--- src/rtl/mlp_macros.svh ---
`ifndef MLP_MACROS_SVH
`define MLP_MACROS_SVH

// word width and feature count shared by every stage.
`define MLP_WIDTH 16
`define MLP_FEATURES 15

// feature 0 sits in the lowest slot, so the last entry below is weight 0.
`define MLP_HIDDEN_A_WEIGHTS { \
	16'h01F4, 16'h02FD, 16'hFDE6, 16'h003C, 16'hFFCC, \
	16'h01AF, 16'hFFE8, 16'h01FF, 16'h0023, 16'h0365, \
	16'h0230, 16'hFD4E, 16'hFCFC, 16'hFF6F, 16'h017D }

`define MLP_HIDDEN_B_WEIGHTS { \
	16'h0097, 16'hFCE1, 16'h0033, 16'h01D0, 16'hFF9B, \
	16'h0254, 16'hFEEA, 16'h0046, 16'h0188, 16'hFDC3, \
	16'hFF05, 16'h0321, 16'h00A7, 16'hFE90, 16'h0112 }

`define MLP_HIDDEN_A_BIAS 16'sh0090
`define MLP_HIDDEN_B_BIAS 16'shFF40

// the output neuron favours neuron A and penalises neuron B.
`define MLP_OUT_WEIGHT_A 16'sh0005
`define MLP_OUT_WEIGHT_B 16'shFFFD
`define MLP_OUT_BIAS 16'shFFF8

`endif

--- src/rtl/mlpControlPkg.sv ---
package mlpControlPkg;

	// command opcodes seen by the feature loader.
	typedef enum logic [1:0]
	{
		opClear,
		opLoad,
		opRun
	} loaderOp;

	// fill state of the feature slots.
	typedef enum logic [1:0]
	{
		loaderEmpty,
		loaderPartial,
		loaderFull
	} loaderState;

	// slot address, wide enough for one out-of-range value.
	typedef logic [3:0] featureIndex;

endpackage

--- src/rtl/mlpTypesPkg.sv ---
`include "mlp_macros.svh"

package mlpTypesPkg;

	// one fixed-point sample, two's complement.
	typedef logic signed [`MLP_WIDTH-1:0] sampleWord;

	// all features of one sample, feature 0 in the lowest word.
	typedef sampleWord [`MLP_FEATURES-1:0] featureVector;

	// neuron weights use the same layout as the features they multiply.
	typedef sampleWord [`MLP_FEATURES-1:0] weightVector;

endpackage

--- src/rtl/featureLoader.sv ---
`timescale 1ns/1ps
`include "mlp_macros.svh"

module featureLoader
	import mlpTypesPkg::*, mlpControlPkg::*;
(
	input logic clk,
	input logic reset,
	input logic cmdStrobe,
	input loaderOp cmdOp,
	input featureIndex cmdIndex,
	input sampleWord cmdData,
	output logic vecStrobe,
	output featureVector features,
	output logic runRejected
);

	localparam logic [`MLP_FEATURES-1:0] allLoaded = '1;

	logic [`MLP_FEATURES-1:0] loadedMask;
	loaderState state;
	logic indexInRange;
	logic doClear;
	logic doLoad;
	logic doRun;

	// the fill state follows directly from the loaded marks.
	always_comb
	begin
		if (loadedMask == allLoaded)
			state = loaderFull;
		else if (loadedMask != '0)
			state = loaderPartial;
		else
			state = loaderEmpty;
	end

	// index 15 has no slot behind it and is dropped.
	assign indexInRange = (cmdIndex < featureIndex'(`MLP_FEATURES));

	always_comb
	begin
		doClear = 1'b0;
		doLoad = 1'b0;
		doRun = 1'b0;
		if (cmdStrobe)
		begin
			case (cmdOp)
				opClear:
					doClear = 1'b1;
				opLoad:
					doLoad = indexInRange;
				opRun:
					doRun = 1'b1;
				default:
					doRun = 1'b0;
			endcase
		end
	end

	// the slots drive the features port directly and keep their values across runs.
	always_ff @(posedge clk)
	begin
		if (reset)
		begin
			features <= '0;
			loadedMask <= '0;
		end
		else if (doClear)
		begin
			features <= '0;
			loadedMask <= '0;
		end
		else if (doLoad)
		begin
			features[cmdIndex] <= cmdData;
			loadedMask[cmdIndex] <= 1'b1;
		end
	end

	// a run is either passed on to the neurons or refused, never both.
	always_ff @(posedge clk)
	begin
		if (reset)
		begin
			vecStrobe <= 1'b0;
			runRejected <= 1'b0;
		end
		else
		begin
			vecStrobe <= doRun && (state == loaderFull);
			runRejected <= doRun && (state != loaderFull);
		end
	end

endmodule

--- src/rtl/hiddenNeuron.sv ---
`timescale 1ns/1ps
`include "mlp_macros.svh"

module hiddenNeuron
	import mlpTypesPkg::*;
#(
	parameter weightVector WEIGHTS = '0,
	parameter sampleWord BIAS = '0
)
(
	input logic clk,
	input logic reset,
	input logic vecStrobe,
	input featureVector features,
	output logic actStrobe,
	output sampleWord activation
);

	featureVector featReg;
	logic strobeIn;
	sampleWord products [`MLP_FEATURES];
	sampleWord sumNext;
	sampleWord sumReg;
	logic strobeSum;

	// stage one captures the vector so the loader may change its slots right away.
	always_ff @(posedge clk)
	begin
		featReg <= features;
	end

	always_ff @(posedge clk)
	begin
		if (reset)
			strobeIn <= 1'b0;
		else
			strobeIn <= vecStrobe;
	end

	// each product keeps only its low word, overflow wraps silently.
	for (genvar i = 0; i < `MLP_FEATURES; i++)
	begin : genProduct
		assign products[i] = featReg[i] * WEIGHTS[i];
	end

	// the sum starts from the bias and wraps modulo 2^16 at every step.
	always_comb
	begin
		sumNext = BIAS;
		for (int i = 0; i < `MLP_FEATURES; i++)
		begin
			sumNext = sumNext + products[i];
		end
	end

	// stage two holds the raw sum.
	always_ff @(posedge clk)
	begin
		sumReg <= sumNext;
	end

	always_ff @(posedge clk)
	begin
		if (reset)
			strobeSum <= 1'b0;
		else
			strobeSum <= strobeIn;
	end

	// stage three applies ReLU.
	// a set sign bit means the wrapped sum is negative and the neuron stays silent.
	always_ff @(posedge clk)
	begin
		if (sumReg[`MLP_WIDTH-1])
			activation <= '0;
		else
			activation <= sumReg;
	end

	always_ff @(posedge clk)
	begin
		if (reset)
			actStrobe <= 1'b0;
		else
			actStrobe <= strobeSum;
	end

endmodule

--- src/rtl/mlpTop.sv ---
`timescale 1ns/1ps
`include "mlp_macros.svh"

module mlpTop
	import mlpTypesPkg::*, mlpControlPkg::*;
(
	input logic clk,
	input logic reset,
	input logic cmdStrobe,
	input loaderOp cmdOp,
	input featureIndex cmdIndex,
	input sampleWord cmdData,
	output logic resultValid,
	output sampleWord score,
	output logic classHit,
	output logic runRejected
);

	logic vecStrobe;
	featureVector features;
	logic actStrobeA;
	sampleWord activationA;
	sampleWord activationB;

	featureLoader loader
	(
		.clk(clk),
		.reset(reset),
		.cmdStrobe(cmdStrobe),
		.cmdOp(cmdOp),
		.cmdIndex(cmdIndex),
		.cmdData(cmdData),
		.vecStrobe(vecStrobe),
		.features(features),
		.runRejected(runRejected)
	);

	// both hidden neurons see the same vector in the same cycle.
	hiddenNeuron
	#(
		.WEIGHTS(`MLP_HIDDEN_A_WEIGHTS),
		.BIAS(`MLP_HIDDEN_A_BIAS)
	)
	neuronA
	(
		.clk(clk),
		.reset(reset),
		.vecStrobe(vecStrobe),
		.features(features),
		.actStrobe(actStrobeA),
		.activation(activationA)
	);

	// neuron B runs in lockstep with A, so its strobe carries nothing new.
	hiddenNeuron
	#(
		.WEIGHTS(`MLP_HIDDEN_B_WEIGHTS),
		.BIAS(`MLP_HIDDEN_B_BIAS)
	)
	neuronB
	(
		.clk(clk),
		.reset(reset),
		.vecStrobe(vecStrobe),
		.features(features),
		.actStrobe(),
		.activation(activationB)
	);

	outputStage outStage
	(
		.clk(clk),
		.reset(reset),
		.actStrobe(actStrobeA),
		.activationA(activationA),
		.activationB(activationB),
		.resultValid(resultValid),
		.score(score),
		.classHit(classHit)
	);

endmodule

--- src/rtl/outputStage.sv ---
`timescale 1ns/1ps
`include "mlp_macros.svh"

module outputStage
	import mlpTypesPkg::*;
(
	input logic clk,
	input logic reset,
	input logic actStrobe,
	input sampleWord activationA,
	input sampleWord activationB,
	output logic resultValid,
	output sampleWord score,
	output logic classHit
);

	localparam sampleWord weightA = `MLP_OUT_WEIGHT_A;
	localparam sampleWord weightB = `MLP_OUT_WEIGHT_B;
	localparam sampleWord outBias = `MLP_OUT_BIAS;

	sampleWord termA;
	sampleWord termB;
	sampleWord sumNext;
	sampleWord sumReg;
	logic strobeSum;
	logic positive;

	// truncated products and a wrapped sum, same arithmetic as the hidden layer.
	assign termA = activationA * weightA;
	assign termB = activationB * weightB;
	assign sumNext = termA + termB + outBias;

	always_ff @(posedge clk)
	begin
		sumReg <= sumNext;
	end

	always_ff @(posedge clk)
	begin
		if (reset)
			strobeSum <= 1'b0;
		else
			strobeSum <= actStrobe;
	end

	// zero counts as a miss, only a strictly positive score is a hit.
	assign positive = !sumReg[`MLP_WIDTH-1] && (sumReg != '0);

	// score and class only move when a new result arrives.
	always_ff @(posedge clk)
	begin
		if (reset)
		begin
			resultValid <= 1'b0;
			score <= '0;
			classHit <= 1'b0;
		end
		else
		begin
			resultValid <= strobeSum;
			if (strobeSum)
			begin
				score <= sumReg;
				classHit <= positive;
			end
		end
	end

endmodule

--- config.mk ---
export PLATFORM = sky130hd
export DESIGN_NAME = mlpTop
export DESIGN_NICKNAME = d
export VERILOG_FILES = /design/src/rtl/mlpControlPkg.sv /design/src/rtl/mlpTypesPkg.sv /design/src/rtl/featureLoader.sv /design/src/rtl/hiddenNeuron.sv /design/src/rtl/mlpTop.sv /design/src/rtl/outputStage.sv
export VERILOG_INCLUDE_DIRS = /design/src /design/src/rtl
export SDC_FILE = /design/constraint.sdc
export NUM_CORES = 2
export LEC_CHECK = 0
export BUFFER_PORTS_ARGS = -buffer_cell sky130_fd_sc_hd__buf_2
export CELL_PAD_IN_SITES_DETAIL_PLACEMENT = 0
export CELL_PAD_IN_SITES_GLOBAL_PLACEMENT = 2
export CORE_UTILIZATION = 45
export CTS_BUF_LIST = sky130_fd_sc_hd__clkbuf_4 sky130_fd_sc_hd__clkbuf_8
export DETAILED_ROUTE_END_ITERATION = 8
export GPL_TIMING_DRIVEN = 0
export PLACE_DENSITY = 0.9
export RECOVER_POWER = 25
export SETUP_SLACK_MARGIN = 0.4
export SLEW_MARGIN = 40
export SYNTH_ARGS = -nofsm -noshare
export SYNTH_HDL_FRONTEND = slang
export SYNTH_SLANG_ARGS = --single-unit
export TNS_END_PERCENT = 100
--- constraint.sdc ---
create_clock -name clk -period 22.8 [get_ports clk]
set_input_delay 5.7 -clock clk [delete_from_list [all_inputs] [get_ports clk]]
set_output_delay 5.7 -clock clk [all_outputs]
set_load 0.01 [all_outputs]
==> metrics.cfg <==
[power_and_ir_drop]
ir_drop_mv = 0.07565
power_density_nw_per_um2 = 52.18
p_leak_nw = 36.00

[worst_setup_path]
reg2reg_to = neuronA.sumReg[15]
cp_max_fo = 7
rr_worst_depth = 42
reg2reg_from = neuronB.featReg[54]
crit_path_frequent_cell = fa_1
required_ps = 23500
path_class = reg -> reg
rrSetupSlack_ps = 9190
cp_slowest_cell = dfxtp_1
slowest_delay_ps = 690
arrival_ps = 14320
end_kind = flip-flop
endpoint = neuronA.sumReg[15]
cp-startpoint = neuronB.featReg[54]
cp-start-kind = flip-flop

[synthesis]
ys_warn_count = 0
ys_seq_area_frac = 0.1794
ys_ff_latch = 591
avgSynthCellArea_sq_um = 10.31
syn_area_sq_um = 65970
synth_cell_type_count = 39
synth_cells = 6397
synth_fp_nets = 8684

[place]
hpwl_microns = 182300
place.gp.congestion = 0.9611
port_buffers = 43

[detailed_routing]
viasPerCell = 4.940
drtIter0Drc = 2820
drt_first_pass_iters = 7
drc = 0
routedWlPerCell_microns = 24.41
via_count = 42180
wirelength_microns = 208400
ant_nets = 0

[floorplan]
dieHeight_microns = 384.9
rows = 140
core_area_sq_um = 145600
io_pins = 44
start_util = 0.4532
die_area_sq_um = 148100
die_w_microns = 384.9

[job]
cap_violations = 0

[finish]
final_util = 0.4874
final_common_cell = inv_1
layout_common_cells = 1778 x inv_1, 1194 x fa_1, 1068 x ha_1
area_growth_pct = 7.541
nets = 8830
layout-drive-gt1-share = 0.04276

[grt]
grt_pass1_vias = 44690
antenna_found_initial = 6
grt_usage = 0.2928
grt_max_degree = 17
grt_first_pass_wirelength_microns = 304600
overflow = 0

[timing]
skew_ps = 48.36
setup_tns_ps = 0
setup_viol = 0
relSlewSlack = 0.3816
fin_crit_sh = 0.5970
fmax_mhz = 73.46
hold_viol_final = 0
grt_setup_unrepaired = no
worstMarginPinSlew_ps = 926.3
period_needed_ps = 13610
drv_slew = 0
worst_hold_slack_ps = 321.0

[clock_network]
clkTransAtPathRegs_ps = 60
postCtsHoldBufs = 0
numClockSinks = 591
postCtsSetupRepairBufs = 0
ctsResizeCount = 0
ctsHtreeMaxLevel = 3
cts_tree = done
insertion_delay_ps = 830
clk_path_buf_depth = 3
clockRootBuffer = clkbuf_8
numCtsBuffers = 100

[outcome]
status = complete, no violations

[worst_hold_path]
hp-class = reg -> reg

==> cells by family (layout without fill, tap and decap cells) <==
group,after synthesis,in the layout,share of synthesized area
compound gates,487,487,0.04108
xor+xnor,461,461,0.06191
fa+ha+maj,2262,2262,0.5649
buf+inv,1870,2091,0.1064
flops,591,591,0.1794
mux,17,17,0.002579
other cells,0,2,0
simple gates,709,709,0.04374
==> cells in the mapped netlist (all sizes together) <==
| cell | instances | area (sq um) |
|---|---|---|
| a41o | 2 | 20.02 |
| mux2i | 17 | 170.2 |
| a21oi | 349 | 1750 |
| a21boi | 6 | 45.04 |
| and3 | 1 | 6.260 |
| o21a | 9 | 67.56 |
| o21bai | 51 | 382.9 |
| o41ai | 2 | 17.52 |
| or3 | 1 | 6.260 |
| xnor2 | 389 | 3426 |
| inv | 1782 | 6689 |
| xor2 | 70 | 613.1 |
| dfxtp | 591 | 11830 |
| nand2b | 16 | 100.1 |
| o21ai | 35 | 175.2 |
| o21ba | 1 | 10.01 |
| nand4 | 3 | 18.77 |
| nor4 | 4 | 25.02 |
| buf | 4 | 15.01 |
| clkinv | 2 | 8.750 |
| or2 | 4 | 25.02 |
| nor4bb | 1 | 10.01 |
| nor2b | 46 | 287.8 |
| a21o | 31 | 232.7 |
| nor3 | 11 | 55.05 |
| clkbuf | 82 | 307.8 |
| and2 | 3 | 18.77 |
| xnor3 | 2 | 45.04 |
| nand2 | 511 | 1918 |
| a41oi | 1 | 8.760 |
| ha | 1068 | 13360 |
| fa | 1194 | 23900 |
| nand3 | 7 | 35.03 |
| nor2 | 101 | 379.1 |
==> critical path, delay by kind of cell, from the launching register on <==
kind	cells	cell delay, ps
xor+xnor	13	3190
fa+ha+maj	16	7870
compound gates	5	1100
flops	1	690
buf+inv	8	650
==> per-stage QoR <==
step	worst slack, ps	cells	instance area (sq um)	power [W]
6_report	9188	8537	70940	0.003701
5_1_grt	8645	8536	70940	0.003977
4_1_cts	9189	8535	70940	0.003742
3_5_place_dp	9258	8358	68730	0.002673
3_3_place_gp	9280	8357	68580	0.002651
2_1_floorplan	11420	6397	65970	0.002253
==> area by class of cell <==
cell class | count | area (sq um)
Sequential cell | 591 | 11860
Antenna cell | 2 | 5.005
Fill cell | 13560 | 74620
Clock buffer | 145 | 1852
Tap cell | 1917 | 2399
Multi-Input combinational cell | 3936 | 47200
Clock inverter | 32 | 357.8
Buffer | 86 | 345.3
Timing Repair Buffer | 44 | 222.7
Inverter | 1784 | 6698
==> power by group <==
group,leakage (nW),switching (W),internal (W)
Clock,1.15,0.000484,0.000577
Combinational,30.1,0.000822,0.000670
Sequential,4.79,0.0000422,0.00111
==> metal layers <==
layer | track usage | up-vias | share of wire | wire length, microns
met1 | 0.3964 | 21310 | 0.43 | 89520
met2 | 0.4656 | 1192 | 0.46 | 94970
met5 | 0 | - | 0.00029 | 60
met3 | 0.04931 | 277 | 0.067 | 14020
met4 | 0.1185 | 8 | 0.047 | 9782
li1 | - | 19390 | - | -
==> worst min path at each step <==
stage               depth (start not counted)              endpoint                 start  slack, ps
CTS                                         0  neuronB.featReg[177]  loader.features[177]        300
detailed placement                          0  neuronB.featReg[172]  loader.features[172]        330
global route                                0   neuronB.featReg[84]   loader.features[84]        330
finish                                      0  neuronB.featReg[216]  loader.features[216]        320
floorplan                                   0    neuronB.featReg[0]    loader.features[0]        330
global placement                            0  neuronB.featReg[213]  loader.features[213]        330
==> registers in the layout (all words and copies together), names as in the netlist, 15 cells and up <==
name                cells
neuronB.featReg       237
loader.features       237
outStage.sumReg        16
outStage.score         16
loader.loadedMask      15
neuronB.activation     15
neuronA.activation     15
neuronA.sumReg         16
neuronB.sumReg         16
No activity file was read; power rests on OpenSTA's default activity.
